**config.mk**
```make
export PLATFORM = sky130hd
export DESIGN_NAME = bus_read_mux_flat
export DESIGN_NICKNAME = d
export VERILOG_FILES = /design/src/zx81_pkg.sv /design/src/cpu_bus_if.sv /design/src/bus_read_mux.sv /design/src/flat_wrapper.sv
export VERILOG_INCLUDE_DIRS = /design/src
export SDC_FILE = /design/constraint.sdc
export NUM_CORES = 1
export LEC_CHECK = 0
export ABC_CLOCK_PERIOD_IN_PS = 1000
export BUFFER_PORTS_ARGS = -buffer_cell sky130_fd_sc_hd__buf_2
export CAP_MARGIN = 20
export CORE_AREA = 5 5 42 44
export DETAILED_ROUTE_END_ITERATION = 10
export DIE_AREA = 0 0 47 49
export PLACE_DENSITY_LB_ADDON = 0.3
export SLEW_MARGIN = 20
export SYNTH_ARGS = -nofsm -noshare
export SYNTH_HDL_FRONTEND = slang
export SYNTH_SLANG_ARGS = --single-unit
```
**constraint.sdc**
```tcl
create_clock -name clk_sys -period 1 [get_ports clk_sys]
set_input_delay 0.25 -clock clk_sys [delete_from_list [all_inputs] [get_ports clk_sys]]
set_output_delay 0.25 -clock clk_sys [all_outputs]
set_load 0.01 [all_outputs]
```
**src/zx81_params.svh**
```systemverilog
`ifndef ZX81_PARAMS_SVH
`define ZX81_PARAMS_SVH

// ============================================================
// Memory sizes
// ============================================================

// 8 KB ROM, loaded through the side port
`define ZX81_ROM_WORDS 8192

// Full 64 KB RAM array, translated from CPU addresses
`define ZX81_RAM_WORDS 65536

// ============================================================
// I/O port addresses and fixed read values
// ============================================================

// ZX printer / joystick interface
`define ZX81_ZXP_PORT 16'hE007

// CHROMA81 identification port
`define ZX81_CHR_PORT 16'h7FEF
`define ZX81_CHR_ID 8'hDF

// Printer port command bytes
`define ZX81_ZXP_CODE_A 8'hAA
`define ZX81_ZXP_CODE_B 8'h55
`define ZX81_ZXP_CODE_JOY 8'hA0

// Value of an undriven data bus
`define ZX81_OPEN_BUS 8'hFF

`endif
```
**src/zx81_pkg.sv**
```systemverilog
`default_nettype none

package zx81_pkg;

	// CPU bus
	typedef logic [15:0] cpu_addr_t;
	typedef logic [7:0] cpu_data_t;

	// Memory side
	typedef logic [15:0] ram_addr_t;
	typedef logic [12:0] rom_addr_t;

	// RAM size code: 0 1K, 1 16K, 2 32K, 3 48K
	typedef logic [1:0] mem_size_t;

	// Joystick, bit 0 right .. bit 3 up, bit 4 fire
	typedef logic [4:0] joy_t;

	// One keyboard half-row, active low
	typedef logic [4:0] key_row_t;

	// Eight half-rows, row n at bits 5n+4:5n
	typedef logic [39:0] key_matrix_t;

endpackage

`default_nettype wire

```
**src/cpu_bus_if.sv**
```systemverilog
`timescale 1ns/10ps
`default_nettype none

interface cpu_bus_if;

	// Address and write data from the CPU
	zx81_pkg::cpu_addr_t addr;
	zx81_pkg::cpu_data_t wdata;

	// Z80 control strobes, all active low
	logic m1_n;
	logic mreq_n;
	logic iorq_n;
	logic rd_n;
	logic wr_n;

	// Memory map
	modport mem (
		input addr, wdata, m1_n, mreq_n, iorq_n, rd_n, wr_n
	);

	// I/O ports
	modport io (
		input addr, wdata, m1_n, mreq_n, iorq_n, rd_n, wr_n
	);

	// Read data selection
	modport mux (
		input addr, wdata, m1_n, mreq_n, iorq_n, rd_n, wr_n
	);

endinterface

`default_nettype wire

```
**src/bus_read_mux.sv**
```systemverilog
`timescale 1ns/10ps
`default_nettype none

`include "zx81_params.svh"

module bus_read_mux (
	input wire logic clk_sys,
	input wire logic reset,
	cpu_bus_if.mux bus,
	input wire zx81_pkg::cpu_data_t mem_out,
	input wire logic mem_hit,
	input wire zx81_pkg::cpu_data_t io_out,
	output zx81_pkg::cpu_data_t cpu_din
);

	// Cycle type of the previous edge
	logic mem_rd;
	logic io_rd;

	always_ff @(posedge clk_sys) begin
		if (reset) begin
			mem_rd <= 1'b0;
			io_rd <= 1'b0;
		end else begin
			mem_rd <= ~bus.mreq_n & ~bus.rd_n;
			// Interrupt acknowledge is not a port read
			io_rd <= ~bus.iorq_n & ~bus.rd_n & bus.m1_n;
		end
	end

	always_comb begin
		if (mem_rd & mem_hit)
			cpu_din = mem_out;
		else if (io_rd)
			cpu_din = io_out;
		else
			cpu_din = `ZX81_OPEN_BUS;
	end

endmodule

`default_nettype wire

```
**src/flat_wrapper.sv**
```systemverilog
// flat-port wrapper written by rule: the top's interface ports become plain ports
module bus_read_mux_flat 
  (clk_sys, reset, mem_out, mem_hit, io_out, cpu_din, bus_addr, bus_wdata, bus_m1_n, bus_mreq_n, bus_iorq_n, bus_rd_n, bus_wr_n);
  cpu_bus_if bus_i ();
  input wire logic clk_sys;
  input wire logic reset;
  input wire zx81_pkg::cpu_data_t mem_out;
  input wire logic mem_hit;
  input wire zx81_pkg::cpu_data_t io_out;
  output zx81_pkg::cpu_data_t cpu_din;
  input wire logic [$bits(bus_i.addr)-1:0] bus_addr;
  input wire logic [$bits(bus_i.wdata)-1:0] bus_wdata;
  input wire logic [$bits(bus_i.m1_n)-1:0] bus_m1_n;
  input wire logic [$bits(bus_i.mreq_n)-1:0] bus_mreq_n;
  input wire logic [$bits(bus_i.iorq_n)-1:0] bus_iorq_n;
  input wire logic [$bits(bus_i.rd_n)-1:0] bus_rd_n;
  input wire logic [$bits(bus_i.wr_n)-1:0] bus_wr_n;
  assign bus_i.addr = bus_addr;
  assign bus_i.wdata = bus_wdata;
  assign bus_i.m1_n = bus_m1_n;
  assign bus_i.mreq_n = bus_mreq_n;
  assign bus_i.iorq_n = bus_iorq_n;
  assign bus_i.rd_n = bus_rd_n;
  assign bus_i.wr_n = bus_wr_n;
  bus_read_mux u_core (.clk_sys(clk_sys), .reset(reset), .bus(bus_i), .mem_out(mem_out), .mem_hit(mem_hit), .io_out(io_out), .cpu_din(cpu_din));
endmodule
```
==> results.sh <==
export IMPL_slowest_stage="dfxtp_4"
export IMPL_n_antenna_cell=0
export IMPL_min_period_ns=1.35
export IMPL_slowest_delay_ns=0.35
export IMPL_worst_slack_ns=-0.353
export IMPL_rsz0062_at_grt="true"
export IMPL_port_buffers=30
export IMPL_final_max_slew_viol_count=0
export IMPL_cp_end_kind="output pin"
export IMPL_synth_cells=21
export IMPL_overflow=0
export IMPL_drive_gt1_frac=0.821
export IMPL_p_per_area_mw_per_mm2=735
export IMPL_relSlewSlack=0.838
export IMPL_setup_tns_ns=-2.80
export IMPL_antenna_found_initial=0
export IMPL_post_cts_buffers=0
export IMPL_post_route_period_util=1.35
export IMPL_hold_path_class="input pin to flop"
export IMPL_vias_per_cell=4.01
export IMPL_gp_congestion=0.610
export IMPL_max_cap_viol_count=0
export IMPL_cts_buffers=3
export IMPL_dp_slack_ns=-0.228
export IMPL_ys_warn_count=0
export IMPL_synth_seq_cells=2
export IMPL_start_util=0.168
export IMPL_rows=14
export IMPL_grt_pass1_vias=273
export IMPL_startpoint_type="flop"
export IMPL_cts_hold_buffers=0
export IMPL_ys_seq_area_frac=0.170
export IMPL_peakVddDrop_v=0.000330
export IMPL_final_common_cell="buf_2"
export IMPL_cp_endpoint="cpu_din[6]"
export IMPL_grt_first_pass_wirelength_um=1040
export IMPL_fin_nets=106
export IMPL_clock_sinks=2
export IMPL_multiInputGateArea_um2=204
export IMPL_clkTransAtPathRegs_ns=0.03
export IMPL_outcome="finished, violations left"
export IMPL_cp_arrival_ns=1.10
export IMPL_drtPass1Iterations=2
export IMPL_via_count=289
export IMPL_cellLeakagePower_nw=0.265
export IMPL_die_w_um=47
export IMPL_hold_ws_ns=0.176
export IMPL_fillCellCount=158
export IMPL_worstPathRequired_ns=0.75
export IMPL_num_io_pins=56
export IMPL_grt_use_total=0.0647
export IMPL_core_area_mm2=0.00140
export IMPL_wl_um=758
export IMPL_synth_nets=69
export IMPL_layout_area_seq_um2=45.0
export IMPL_cp_cell_sequence="nand2_8 > mux2_4 > buf_6"
export IMPL_drt_antenna_violating_nets=0
export IMPL_synth_area_top_cells="mux2_4, nand2b_1, dfxtp_1, nand2_4, nor4b_1"
export IMPL_wl_per_cell_um=10.5
export IMPL_report_final_hold_viol_count=0
export IMPL_synth_cell_types=6
export IMPL_synth_top_area_frac=0.511
export IMPL_min_delay_path_depth=2
export IMPL_violations="negative setup slack"
export IMPL_synth_area_um2=235
export IMPL_die_area_mm2=0.00230
export IMPL_setup_violations=8
export IMPL_drt_iter0_markers=1
export IMPL_cts_tree="yes"
export IMPL_grt_max_degree=9
export IMPL_die_height_um=49
export IMPL_area_growth_pct=117
export IMPL_cts_root_buf="clkbuf_4"
export IMPL_avgSynthCellArea_um2=11.2
export IMPL_critPathLaunch="u_core.mem_rd"
export IMPL_htree_levels=1
export IMPL_clock_path_buffers=2
export IMPL_fmax_mhz=739
export IMPL_worst_pin_slew_ns=0.239
export IMPL_setup_worst_path_class="flop to output pin"
export IMPL_path_max_fanout=8
export IMPL_synth_top_area_cell="mux2_4"
export IMPL_layout_common_cells="buf_2, buf_6, nand2b_1, mux2_4, clkbuf_4"
export IMPL_drc=0
-- cells in the mapped netlist --
master,count
dfxtp_1,2
mux2_4,8
nand2_4,1
nand2b_1,8
nor3_1,1
nor4b_1,1
-- layer usage --
layer  vias to the layer above  global-route usage  part of all wire
li1                        144                   -                 -
met2                        23               0.104              0.49
met5                         -                   0                 0
met4                         0              0.0691             0.018
met1                       120              0.0547              0.31
met3                         2              0.0221              0.18
-- layout make-up --
cell class,count,area share
clock buffers,3,0.0441
well taps,16,0.0392
multi-input cells,19,0.400
flip-flops and latches,2,0.0882
repair buffers,32,0.429
-- report_power, final --
group / switching (W) / internal, W
sequential: 0.00000293 / 0.0000819
combinational: 0.0000348 / 0.0000756
clock: 0.0000476 / 0.000133
-- through the flow --
stage / cells / power, W / instance area [um^2] / util
after floorplan: 21 / 0.000125 / 236 / -
after CTS: 72 / 0.000389 / 494 / 0.353
after global routing: 72 / 0.000397 / 510 / 0.364
final: 72 / 0.000375 / 510 / 0.364
after detailed placement: 69 / 0.000182 / 422 / 0.301
after global placement: 69 / 0.000180 / 422 / 0.301
-- repair_timing --
action,in CTS,in global routing
pin swaps,1,1
setup endpoints to repair,8,8
resized for setup,8,4
-- worst min-delay path by stage --
stage,start,endpoint,slack [ns]
floorplan,reset,u_core.mem_rd,0.31
global placement,bus_mreq_n,u_core.mem_rd,0.41
detailed placement,bus_mreq_n,u_core.mem_rd,0.41
CTS,bus_mreq_n,u_core.mem_rd,0.17
global route,bus_mreq_n,u_core.mem_rd,0.18
finish,bus_mreq_n,u_core.mem_rd,0.18
-- critical path: cells and delay by family (launching register included) --
kind / cells / cell delay (ns)
buffers and inverters: 1 / 0.12
DFF: 1 / 0.35
muxes: 1 / 0.31
and+or+nand+nor: 1 / 0.10
-- registers in the layout (all words and copies together), names as in the netlist --
register and flops:
u_core.io_rd 1, u_core.mem_rd 1
-- cell families (layout without fill, tap and decap cells) --
kind of cell,count (synthesis),count (layout),share of synthesized area
AND/OR/NAND/NOR,11,11,0.319
multiplexers,8,8,0.511
flip-flops,2,2,0.170
buffers and inverters,0,35,0
No activity file was read; power rests on OpenSTA's default activity.
