===== config.mk =====
export PLATFORM = sky130hd
export DESIGN_NAME = io_ports_flat
export DESIGN_NICKNAME = d
export VERILOG_FILES = /design/src/zx81_pkg.sv /design/src/cpu_bus_if.sv /design/src/io_ports.sv /design/src/flat_wrapper.sv
export VERILOG_INCLUDE_DIRS = /design/src
export SDC_FILE = /design/constraint.sdc
export NUM_CORES = 1
export LEC_CHECK = 0
export BUFFER_PORTS_ARGS = -buffer_cell sky130_fd_sc_hd__buf_2
export CAP_MARGIN = 20
export CORE_ASPECT_RATIO = 1.4
export CORE_MARGIN = 2
export CORE_UTILIZATION = 38
export CTS_BUF_LIST = sky130_fd_sc_hd__clkbuf_16
export DETAILED_ROUTE_END_ITERATION = 12
export PLACE_DENSITY = 0.86
export SKIP_LAST_GASP = 1
export SLEW_MARGIN = 20
export SYNTH_ARGS = -nofsm -noshare
export SYNTH_HDL_FRONTEND = slang
export SYNTH_SLANG_ARGS = --single-unit

===== constraint.sdc =====
create_clock -name clk_sys -period 1.7 [get_ports clk_sys]
set_input_delay 0.255 -clock clk_sys [delete_from_list [all_inputs] [get_ports clk_sys]]
set_output_delay 0.255 -clock clk_sys [all_outputs]
set_load 0.01 [all_outputs]

===== src/zx81_params.svh =====
`ifndef ZX81_PARAMS_SVH
`define ZX81_PARAMS_SVH

// ============================================================
// Memory sizes
// ============================================================

// 8 KB ROM, loaded through the side port
`define ZX81_ROM_WORDS 8192

// Full 64 KB RAM array, translated from CPU addresses
`define ZX81_RAM_WORDS 65536

// ============================================================
// I/O port addresses and fixed read values
// ============================================================

// ZX printer / joystick interface
`define ZX81_ZXP_PORT 16'hE007

// CHROMA81 identification port
`define ZX81_CHR_PORT 16'h7FEF
`define ZX81_CHR_ID 8'hDF

// Printer port command bytes
`define ZX81_ZXP_CODE_A 8'hAA
`define ZX81_ZXP_CODE_B 8'h55
`define ZX81_ZXP_CODE_JOY 8'hA0

// Value of an undriven data bus
`define ZX81_OPEN_BUS 8'hFF

`endif

===== src/zx81_pkg.sv =====
`default_nettype none

package zx81_pkg;

	// CPU bus
	typedef logic [15:0] cpu_addr_t;
	typedef logic [7:0] cpu_data_t;

	// Memory side
	typedef logic [15:0] ram_addr_t;
	typedef logic [12:0] rom_addr_t;

	// RAM size code: 0 1K, 1 16K, 2 32K, 3 48K
	typedef logic [1:0] mem_size_t;

	// Joystick, bit 0 right .. bit 3 up, bit 4 fire
	typedef logic [4:0] joy_t;

	// One keyboard half-row, active low
	typedef logic [4:0] key_row_t;

	// Eight half-rows, row n at bits 5n+4:5n
	typedef logic [39:0] key_matrix_t;

endpackage

`default_nettype wire


===== src/cpu_bus_if.sv =====
`timescale 1ns/10ps
`default_nettype none

interface cpu_bus_if;

	// Address and write data from the CPU
	zx81_pkg::cpu_addr_t addr;
	zx81_pkg::cpu_data_t wdata;

	// Z80 control strobes, all active low
	logic m1_n;
	logic mreq_n;
	logic iorq_n;
	logic rd_n;
	logic wr_n;

	// Memory map
	modport mem (
		input addr, wdata, m1_n, mreq_n, iorq_n, rd_n, wr_n
	);

	// I/O ports
	modport io (
		input addr, wdata, m1_n, mreq_n, iorq_n, rd_n, wr_n
	);

	// Read data selection
	modport mux (
		input addr, wdata, m1_n, mreq_n, iorq_n, rd_n, wr_n
	);

endinterface

`default_nettype wire


===== src/io_ports.sv =====
`timescale 1ns/10ps
`default_nettype none

`include "zx81_params.svh"

module io_ports (
	input wire logic clk_sys,
	input wire logic reset,
	cpu_bus_if.io bus,
	input wire zx81_pkg::key_matrix_t key_matrix,
	input wire zx81_pkg::joy_t joystick,
	input wire logic [1:0] joy_mode,
	input wire logic hz50,
	input wire logic chroma_en,
	output zx81_pkg::cpu_data_t io_out
);

	// ============================================================
	// Port selects
	// ============================================================

	logic kbd_rd;
	logic zxp_sel;
	logic chr_sel;

	assign kbd_rd = ~bus.iorq_n & ~bus.rd_n & ~bus.addr[0];
	assign zxp_sel = ~bus.iorq_n & (bus.addr == `ZX81_ZXP_PORT);
	assign chr_sel = ~bus.iorq_n & (bus.addr == `ZX81_CHR_PORT) & chroma_en;

	// ============================================================
	// Keyboard half-rows
	// ============================================================

	zx81_pkg::key_row_t key_data;

	// Upper address byte selects rows, active low
	always_comb begin
		key_data = '1;
		for (int n = 0; n < 8; n++) begin
			if (!bus.addr[8 + n])
				key_data = key_data & key_matrix[5 * n +: 5];
		end
	end

	// ============================================================
	// Joystick to key mapping
	// ============================================================

	logic [4:0] joy_c1;
	logic [4:0] joy_c2;
	logic [4:0] joy_s1;
	logic [4:0] joy_zx;
	logic [4:0] joy_kbd;
	logic zxp_use;

	// Cursor keys 5-8 and 0
	assign joy_c1 = {5{joy_mode == 2'd0}} &
		{joystick[2], joystick[3], joystick[0], 1'b0, joystick[4]};
	assign joy_c2 = {5{joy_mode == 2'd0}} & {joystick[1], 4'b0000};

	// Sinclair left port, keys 6-0
	assign joy_s1 = {5{joy_mode[0]}} &
		{joystick[1:0], joystick[2], joystick[3], joystick[4]};

	// ZX81 keys 6-0
	assign joy_zx = {5{joy_mode[1]}} &
		{joystick[2], joystick[3], joystick[0], joystick[1], joystick[4]};

	// Pull keys low only in the half-row the mapping belongs to
	assign joy_kbd = {5{zxp_use}} |
		(({5{bus.addr[12]}} | ~(joy_s1 | joy_c1 | joy_zx)) &
		({5{bus.addr[11]}} | ~joy_c2));

	// ============================================================
	// Printer port register
	// ============================================================

	zx81_pkg::cpu_data_t zxp_out;

	always_ff @(posedge clk_sys) begin
		if (reset) begin
			zxp_out <= 8'hFF;
			zxp_use <= 1'b0;
		end else if (zxp_sel & ~bus.wr_n) begin
			case (bus.wdata)
				`ZX81_ZXP_CODE_A: zxp_out <= 8'hF0;
				`ZX81_ZXP_CODE_B: zxp_out <= 8'h0F;
				`ZX81_ZXP_CODE_JOY: begin
					// Joystick moves over to the printer port
					zxp_out <= {~joystick[3:0], ~joystick[4], 3'b000};
					zxp_use <= 1'b1;
				end
				default: zxp_out <= 8'hFF;
			endcase
		end
	end

	// Read data, one cycle after the request
	always_ff @(posedge clk_sys) begin
		if (kbd_rd)
			io_out <= {1'b0, hz50, 1'b0, key_data & joy_kbd};
		else if (zxp_sel)
			io_out <= zxp_out;
		else if (chr_sel)
			io_out <= `ZX81_CHR_ID;
		else
			io_out <= `ZX81_OPEN_BUS;
	end

endmodule

`default_nettype wire


===== src/flat_wrapper.sv =====
// flat-port wrapper written by rule: the top's interface ports become plain ports
module io_ports_flat 
  (clk_sys, reset, key_matrix, joystick, joy_mode, hz50, chroma_en, io_out, bus_addr, bus_wdata, bus_m1_n, bus_mreq_n, bus_iorq_n, bus_rd_n, bus_wr_n);
  cpu_bus_if bus_i ();
  input wire logic clk_sys;
  input wire logic reset;
  input wire zx81_pkg::key_matrix_t key_matrix;
  input wire zx81_pkg::joy_t joystick;
  input wire logic [1:0] joy_mode;
  input wire logic hz50;
  input wire logic chroma_en;
  output zx81_pkg::cpu_data_t io_out;
  input wire logic [$bits(bus_i.addr)-1:0] bus_addr;
  input wire logic [$bits(bus_i.wdata)-1:0] bus_wdata;
  input wire logic [$bits(bus_i.m1_n)-1:0] bus_m1_n;
  input wire logic [$bits(bus_i.mreq_n)-1:0] bus_mreq_n;
  input wire logic [$bits(bus_i.iorq_n)-1:0] bus_iorq_n;
  input wire logic [$bits(bus_i.rd_n)-1:0] bus_rd_n;
  input wire logic [$bits(bus_i.wr_n)-1:0] bus_wr_n;
  assign bus_i.addr = bus_addr;
  assign bus_i.wdata = bus_wdata;
  assign bus_i.m1_n = bus_m1_n;
  assign bus_i.mreq_n = bus_mreq_n;
  assign bus_i.iorq_n = bus_iorq_n;
  assign bus_i.rd_n = bus_rd_n;
  assign bus_i.wr_n = bus_wr_n;
  io_ports u_core (.clk_sys(clk_sys), .reset(reset), .bus(bus_i), .key_matrix(key_matrix), .joystick(joystick), .joy_mode(joy_mode), .hz50(hz50), .chroma_en(chroma_en), .io_out(io_out));
endmodule

==> reports/summary.md, run 1 <==
The later pin in the worst-skew pair is clocked with a latency of 0.25 ns. Input and output buffers added on the ports amount to 85. Combinational logic is responsible for 21.6% of the overall power.

In this run the tightest slew margin relative to its limit is 74.1%. The first detailed-routing pass took 4 iterations. Along the worst path, the maximum fanout reaches 6.

Counting the fill cells in the layout gives 260. The max-capacitance violation count was 0; the top-area cell type share of the netlist area was 29.3%. Clock skew on the completed layout was measured at 0.00279 ns. The number of global-route vias before repair came out at 1278.

Switching component of the power: 240 uW. STA classifies the critical path startpoint as a primary input. The floorplan step defined a die boundary enclosing 0.00314 mm^2. Sequential cells were found to cover 29.3% of the synthesized design area.

The count of nets left with antenna violations once routing finished came out at 0. The instance count along the most critical hold path was 2. The repair_antennas step left the layout with diodes totalling 0. The largest individual stage delay along the critical path comes from the cell sky130_fd_sc_hd__or3_4. In this run the power density over the cells is 650 mW/mm^2. The worst path meets setup with 0.351 ns of slack.

The number of gates resized after CTS was 0. Data arrives at the worst endpoint at 1.49 ns. Buffers inserted during clock tree synthesis total 3. Measured along the x axis, the die boundary spans 47.9 um. The count of vias placed by the detailed router came out at 1325.

Summed over all layers, the routed wires come to 3.60 mm. The final net count was 292; the total instance count after detailed placement was 243. For this run, the leading register cell type out of synthesis is sky130_fd_sc_hd__dfxtp_1. Setup violations remaining at the end of the flow were counted as 0. For this run, the slowest stage of the critical path takes 0.41 ns.

The worst register-to-register path begins at u_core.zxp_use$_SDFFE_PP0P_. The cell sitting at the root of the clock tree is a sky130_fd_sc_hd__clkbuf_16. The detail-routed via count per cell is 5.36.

The top-level port count was 88; the count of cells along the worst register-to-register path was 4. Setup repair after global routing left no endpoint under its margin. The average size of a mapped cell is 8.62 um^2, and the internal power of the cells is 796 uW.

Aggregate global-route resource usage: 24.1%. Of all flip-flops after synthesis, the portion carrying an async set or reset was 0%. Registers are responsible for 35.0% of the overall power. The longest clock path from root to sink contains 2 buffers. After the first detailed-routing iteration, the DRC count stood at 29.

Top cell type by total area after synthesis: sky130_fd_sc_hd__dfxtp_1. At the pin with the least slew margin, the transition time is 0.385 ns. In the routed design, unresolved DRC markers number 0. The total number of H-tree levels came out at 1.

The number of standard cells in the layout, taps in and fillers out is 247. The wire-length estimate of the detail-placed layout is 2.93 mm. The Yosys step of the flow raised 0 warnings. The average detailed-routed wire length per instance works out to 14.6 um. The critical path buffer and inverter count came out at 1. The share of total power dissipated in the clock network is 43.4%. The weighted congestion at the end of routability-driven global placement is 0.848. STA classifies the critical path endpoint as a flip-flop. Of the total power, the share spent switching nets is 23.1%. For the initial antenna violation count, the log shows 0. Final number of max-transition violations: 0.

The global-route wire length before repair came out at 5.52 mm. The total negative slack was 0 ns. The critical path goes through buf_2 > nand4b_1 > or3_4 > or2_1 > o221a_1. The capture point of the worst reg-to-reg path was u_core.io_out[0]$_DFF_P_. After synthesis, the netlist uses 40 different library cells. The fraction of final layout cells sized beyond drive strength 1 was 50.2%; the synthesized netlist net count was 199.

Number of failing hold endpoints at the final stage: 0. The start point of the worst min-delay path was hz50. Row generation in the floorplan step produced 22 rows.

Derived from the worst setup path, the maximum achievable clock frequency is 741 MHz. Total clock sinks: 15. The cell family contributing the most delay on the critical path is simple AND/OR/NAND/NOR gates. The ratio of final minimum period to clock period was 79.4%; the global-route congestion overflow total was 0.

Entering global routing, the biggest net connects 11 pins. In this run the static leakage power is 0.683 nW. Counting I/O delays and the setup requirement, the final critical path takes 1.35 ns.

Height of the die: 65.5 um. The run gives 672 um^2 as the area used by multi-input combinational logic. After synthesis the cells add up to 0.00103 mm^2. The instance count of the mapped netlist was 119. In this run, post-CTS hold repair placed 0 buffers. At the end of the flow the core is filled with cells to 61.6%. In the final layout, flip-flops and latches occupy 300 um^2. Endpoint of the worst hold path: u_core.io_out[6]$_DFF_P_.

The area growth from synthesis to layout was 55.4%. Yosys mapped a number of flops with a built-in enable equal to 0. For the worst setup path, the data required time is 1.84 ns. After floorplanning, the core was sized to cover 0.00259 mm^2. The logs give 0.0938 ns for the worst-case setup slack after placement and 0.000414 V for the peak supply drop. In this run, synthesis produced a sequential element count of 15. The number of buffers inserted by post-CTS setup repair is 0.

For the reg-to-reg setup timing slack, the log shows 0.36 ns. Yosys attributes the largest share of cell area to sky130_fd_sc_hd__dfxtp_1 29%, sky130_fd_sc_hd__mux2i_1 5.9%, sky130_fd_sc_hd__nor2_1 5.1%. In this run the worst hold path is classified as in2reg. The flow ran to the end, and the final reports show no timing, DRC or antenna violations. For this configuration, the core starts out at a cell density of 39.7%.

TritonCTS built the clock tree. The clock input transition at the sequential cells of the worst setup and hold paths is 0.05 ns. The worst setup path is of the in2reg kind.
[cell type report]
| cell class | instances | area share [%] |
|---|---|---|
| multi-input cells | 96 | 42.2 |
| clock buffers | 3 | 4.71 |
| inverters | 3 | 0.706 |
| clock inverters | 1 | 0.314 |
| well taps | 36 | 2.83 |
| repair buffers | 93 | 30.5 |
| flip-flops and latches | 15 | 18.8 |
[Yosys cell counts (2+ instances only)]
cell type                  number
sky130_fd_sc_hd__nand2_1        2
sky130_fd_sc_hd__mux2i_1        6
sky130_fd_sc_hd__nor3_1         4
sky130_fd_sc_hd__nand4_1        2
sky130_fd_sc_hd__buf_6          3
sky130_fd_sc_hd__o41ai_1        2
sky130_fd_sc_hd__o22ai_1        7
sky130_fd_sc_hd__o21a_1         2
sky130_fd_sc_hd__o21ai_0        3
sky130_fd_sc_hd__nand2b_1       2
sky130_fd_sc_hd__nand3_1        6
sky130_fd_sc_hd__dfxtp_1       15
sky130_fd_sc_hd__o221ai_1       4
sky130_fd_sc_hd__o22a_1         3
sky130_fd_sc_hd__a211oi_1       2
sky130_fd_sc_hd__o22a_2         5
sky130_fd_sc_hd__nor2_1        14
sky130_fd_sc_hd__a21oi_1        8
sky130_fd_sc_hd__o221a_1        2
sky130_fd_sc_hd__or3_1          3
sky130_fd_sc_hd__a221o_1        2
sky130_fd_sc_hd__nand4b_1       2
sky130_fd_sc_hd__inv_1          3
[flip-flops by register name (all words and copies together) (netlist names)]
register	cells
u_core.io_out	8
u_core.zxp_out	6
u_core.zxp_use	1
[stage by stage]
step                power (mW)  instance area, um^2  hold WS, ns
floorplan                0.453                 1030        0.379
global placement         0.587                 1510        0.462
detailed placement       0.591                 1510        0.471
CTS                       1.05                 1590        0.223
global route              1.08                 1590        0.227
finish                    1.04                 1590        0.223
[power by group through the flow]
| stage | clock, mW | combinational [mW] | sequential [mW] |
|---|---|---|---|
| final | 0.450 | 0.224 | 0.362 |
| after floorplan | 0 | 0.0794 | 0.374 |
| after global placement | 0 | 0.218 | 0.369 |
| after CTS | 0.461 | 0.223 | 0.362 |
| after detailed placement | 0 | 0.222 | 0.369 |
| after global routing | 0.477 | 0.244 | 0.362 |
[cells in the final DEF (no fill, tap or decap), types with 2 or more instances in the layout]
cell,count
sky130_fd_sc_hd__o22ai_1,7
sky130_fd_sc_hd__a221o_1,2
sky130_fd_sc_hd__nand2b_1,2
sky130_fd_sc_hd__o22a_2,5
sky130_fd_sc_hd__nand4b_1,2
sky130_fd_sc_hd__clkbuf_16,3
sky130_fd_sc_hd__nand4_1,2
sky130_fd_sc_hd__o21ai_0,3
sky130_fd_sc_hd__nor2_1,14
sky130_fd_sc_hd__o221ai_1,4
sky130_fd_sc_hd__o221a_1,2
sky130_fd_sc_hd__a211oi_1,2
sky130_fd_sc_hd__or3_1,3
sky130_fd_sc_hd__o22a_1,3
sky130_fd_sc_hd__nor3_1,4
sky130_fd_sc_hd__o41ai_1,2
sky130_fd_sc_hd__buf_2,85
sky130_fd_sc_hd__dfxtp_1,15
sky130_fd_sc_hd__nand2_1,2
sky130_fd_sc_hd__a21oi_1,8
sky130_fd_sc_hd__mux2i_1,6
sky130_fd_sc_hd__buf_4,8
sky130_fd_sc_hd__nand3_1,6
sky130_fd_sc_hd__o21a_1,2
sky130_fd_sc_hd__inv_1,3
[worst max path at each step]
stage                            start                           to  slack [ns]  cells after the start
after global placement     bus_addr[4]  u_core.io_out[5]$_SDFF_PP0_        0.11                      5
after detailed placement   bus_addr[4]  u_core.io_out[5]$_SDFF_PP0_        0.09                      5
final                      bus_addr[4]  u_core.io_out[5]$_SDFF_PP0_        0.35                      5
after CTS                  bus_addr[4]     u_core.io_out[1]$_DFF_P_        0.35                      5
after global routing      bus_addr[10]  u_core.io_out[5]$_SDFF_PP0_        0.26                      5
after floorplan            bus_addr[4]     u_core.io_out[4]$_DFF_P_        0.20                      5
[per-layer routing]
metal  track usage, %  part of all wire (%)  up-vias  routed length [um]
li1                 -                     -      663                   -
met1             26.1                    38      596                1380
met2             43.0                    53       57                1900
met3             3.02                   6.4        9                 229
met4             11.1                   2.5        0                  90
met5                0                     0        -                   0
[cell families after synthesis]
| kind of cell | after synthesis | synth area share [%] |
|---|---|---|
| XOR/XNOR | 1 | 0.854 |
| flip-flops | 15 | 29.3 |
| AO/OA/AOI/OAI | 44 | 32.4 |
| AND/OR/NAND/NOR | 45 | 26.3 |
| multiplexers | 6 | 5.85 |
| buffers and inverters | 8 | 5.24 |
Power figures use the tool's default switching activity.
==> run 2, diff against run 1 <==
==> constraint.sdc (replaced) <==
create_clock -name clk_sys -period 1.36 [get_ports clk_sys]
set_input_delay 0.204 -clock clk_sys [delete_from_list [all_inputs] [get_ports clk_sys]]
set_output_delay 0.204 -clock clk_sys [all_outputs]
set_load 0.01 [all_outputs]
==> run 2 against run 1 <==
  * Wire length grew 3.8%
  * Core utilization grew 3.0 points
  * Sequential power is 25% higher
  * Design area increased by 4.9%
  * Largest cell class unchanged
  * Combinational power up 34%
  * Critical path depth unchanged
  * Highest routed layer unchanged
  * Clock skew about the same
  * Non-clock buffer count up 7
  * Critical path type unchanged
==> reports/summary.md, run 2 (synthesis results as in run 1) <==
Data arrives at the worst endpoint at 1.43 ns. Once detail routing completed, the nets flagged for antenna violations numbered 0. Register containing the most flip-flops in the final layout: u_core.io_out. Total power for the finished layout comes to 1.32 mW. Entering global routing, the biggest net connects 10 pins. For this run, the slowest stage of the critical path takes 0.41 ns. The routed design could run at a clock period as short as 1.30 ns.

The critical path buffer and inverter count was 1. After the first detailed-routing iteration, the DRC count stood at 41. The largest fanout on the critical path was 6. The required arrival time at the worst endpoint is 1.50 ns.

STA classifies the critical path endpoint as a flip-flop. On the critical path the largest part of the delay comes from simple AND/OR/NAND/NOR gates. The final number of max-transition violations is 0, and the total clock sinks is 15.

The buffer depth of the longest clock path came out at 2. The HPWL after detailed placement is 3.03 mm. Using the TritonRoute via totals, the vias-per-cell ratio works out to 5.47. The die covers 0.00314 mm^2. Worst-case setup margin in the final layout: 0.0621 ns. The initial core utilization came out at 39.7%.

The startpoint identified for the worst register-to-register timing path is u_core.zxp_use$_SDFFE_PP0P_. The run gives 0.00259 mm^2 as the placeable core region. Post-CTS timing repair inserted 0 buffers for setup.

Clock skew on the completed layout was measured at 0.00273 ns. The number of clock buffers added by TritonCTS is 3. Fraction of final layout cells sized beyond drive strength 1: 51.8%.

The logs give 0 for the count of antenna diodes in the layout and 770 MHz for the achievable clock frequency. The setup check on the worst reg-to-reg path leaves a slack of 0.21 ns. The first global-routing pass estimated 5.51 mm of wire.

The final net count came out at 299. The count of buffers added on input and output ports is 85. In this run the critical register-to-register path is captured at u_core.io_out[0]$_DFF_P_. CTS placed an instance of sky130_fd_sc_hd__clkbuf_16 at the clock tree root. For this block, the via count after detailed routing is 1390. Power spread over the standard cell area amounts to 787 mW/mm^2. The type of origin of the critical path is a primary input. The number of filler cells placed in the layout was 234.

Across the VDD grid, the largest voltage drop is 0.000559 V. The first detailed-routing pass took 4 iterations. At the end of the flow the core is filled with cells to 64.7%. After detailed placement, the design holds a cell count of 250.

The run gives 0 as the number of failing hold endpoints at the final stage. For the number of standard cells in the layout, taps in and fillers out, the log shows 254. The height of the die is 65.5 um, and the total number of H-tree levels is 1.

Setup repair after global routing left no endpoint under its margin. Across every metal layer, demand over resource in global routing totals 24.6%. Global routing finished with a remaining overflow of 0. During I/O placement, the number of pins put on the boundary was 88. In this run the static leakage power is 0.723 nW. The worst max-slew margin expressed relative to the limit was 77.5%.

Registers take 300 um^2. The area growth from synthesis to layout is 63.0%. The logs give 3.73 mm for the routed wire length and -0.193 ns for the worst-case setup slack after placement. The worst register-to-register path has a depth of 4. In the final routed layout, each cell accounts on average for 14.7 um.

The weighted congestion at the end of routability-driven global placement came out at 0.811. The flow ran to the end, and the final reports show no timing, DRC or antenna violations. At the pin with the least slew margin, the transition time is 0.334 ns.

The most frequent standard cell in the layout excluding fill and tap cells was sky130_fd_sc_hd__buf_2. The tools report the initial antenna violation count as 0. In the final layout, the registers with the most flip-flops are u_core.io_out x8, u_core.zxp_out x6, u_core.zxp_use x1. The x dimension of the die came out at 47.9 um. The path class of the tightest hold or removal check is in2reg. Number of global-route vias before repair: 1314. In the layout the commonest cells are 85 x sky130_fd_sc_hd__buf_2, 15 x sky130_fd_sc_hd__dfxtp_1, 14 x sky130_fd_sc_hd__nor2_1, 14 x sky130_fd_sc_hd__buf_4, 8 x sky130_fd_sc_hd__a21oi_1. Start point of the worst min-delay path: hz50. The origin of the worst setup path is bus_addr[4]. The number of design rule violations left after detail routing is 0, and the number of rows created at floorplan is 22.

The multi-input combinational cells in the finished layout cover a total of 687 um^2. The critical path class is in2reg. The worst hold path was traced through 2 stages.

Across all hold checks on the routed design, the worst slack comes to 0.170 ns. At the later pin of the worst-skew pair, clock insertion delay measures 0.25 ns. In the finished design, the share of the clock period the worst path needs comes to 95.4%.

The largest individual stage delay along the critical path comes from the cell sky130_fd_sc_hd__or3_4. The depth of the critical timing path with buffers and inverters included was 5; the max-capacitance violation count was 0. Walking the worst path, the cells encountered are buf_2 > nand4b_1 > or3_4 > or2_1 > o221a_1. TritonCTS built the clock tree. Setup violations remaining at the end of the flow were counted as 0.

For hold timing, the worst endpoint is u_core.io_out[6]$_DFF_P_. The number of flip-flops in the largest register is 8, and the clock input transition at the sequential cells of the worst setup and hold paths is 0.04 ns.
## run 2: cell types whose count changed in the layout (fill, tap and decap cells not counted)
cell | before | now
sky130_fd_sc_hd__nor4_1 | 1 | 0
sky130_fd_sc_hd__clkinv_2 | 1 | 0
sky130_fd_sc_hd__buf_12 | 0 | 1
sky130_fd_sc_hd__nor4_4 | 0 | 1
sky130_fd_sc_hd__inv_1 | 3 | 4
sky130_fd_sc_hd__buf_4 | 8 | 14
## run 2: stage by stage
stage	cell area (um^2)	setup TNS [ns]
3_3_place_gp	1580	-2.15
6_report	1670	0
2_1_floorplan	1030	-0.544
5_1_grt	1670	0
4_1_cts	1660	0
3_5_place_dp	1580	-2.23
## run 2: layout make-up
class | count | share of cell area [%]
inverter | 3 | 0.673
tap | 36 | 2.69
clock inverter | 1 | 0.224
clock buffer | 3 | 4.49
multi-input combinational | 96 | 41.1
timing repair buffer | 100 | 32.9
sequential | 15 | 18.0
## run 2: how the worst max path moves through the flow
stage,slack (ns),endpoint
final,0.06,u_core.io_out[5]$_SDFF_PP0_
after detailed placement,-0.19,u_core.io_out[5]$_SDFF_PP0_
after global routing,0.01,u_core.io_out[5]$_SDFF_PP0_
after global placement,-0.18,u_core.io_out[4]$_DFF_P_
after floorplan,-0.09,u_core.io_out[4]$_DFF_P_
after CTS,0.07,u_core.io_out[5]$_SDFF_PP0_
## run 2: report_power, final
group | switching (mW) | internal, mW | leakage, nW
clock network | 0.176 | 0.389 | 0.0423
logic | 0.136 | 0.164 | 0.558
registers | 0.00211 | 0.451 | 0.123
total | 0.314 | 1.00 | 0.723
## run 2: worst register-to-register path, cell delays in order, from the launching register on
cell	delay (ns)
sky130_fd_sc_hd__dfxtp_1	0.31
sky130_fd_sc_hd__nand2b_1	0.10
sky130_fd_sc_hd__a21oi_1	0.06
sky130_fd_sc_hd__or3_1	0.37
sky130_fd_sc_hd__o41ai_1	0.21
## run 2: timing repair
action                                 4_1_cts  5_1_grt
gates resized for setup                      1        1
endpoints found under the hold margin        0        0
setup endpoints to repair                    6        1
hold buffers                                 0        0
pin swaps                                    0        0
## run 2: metal layers
layer / up-vias / global-route usage [%] / part of all wire [%] / wire length [um]
met5: - / 0 / 0 / 0
met4: 0 / 13.5 / 3.7 / 138
met3: 17 / 6.59 / 10 / 372
met2: 80 / 41.5 / 52 / 1930
met1: 620 / 25.9 / 35 / 1290
li1: 673 / - / - / -
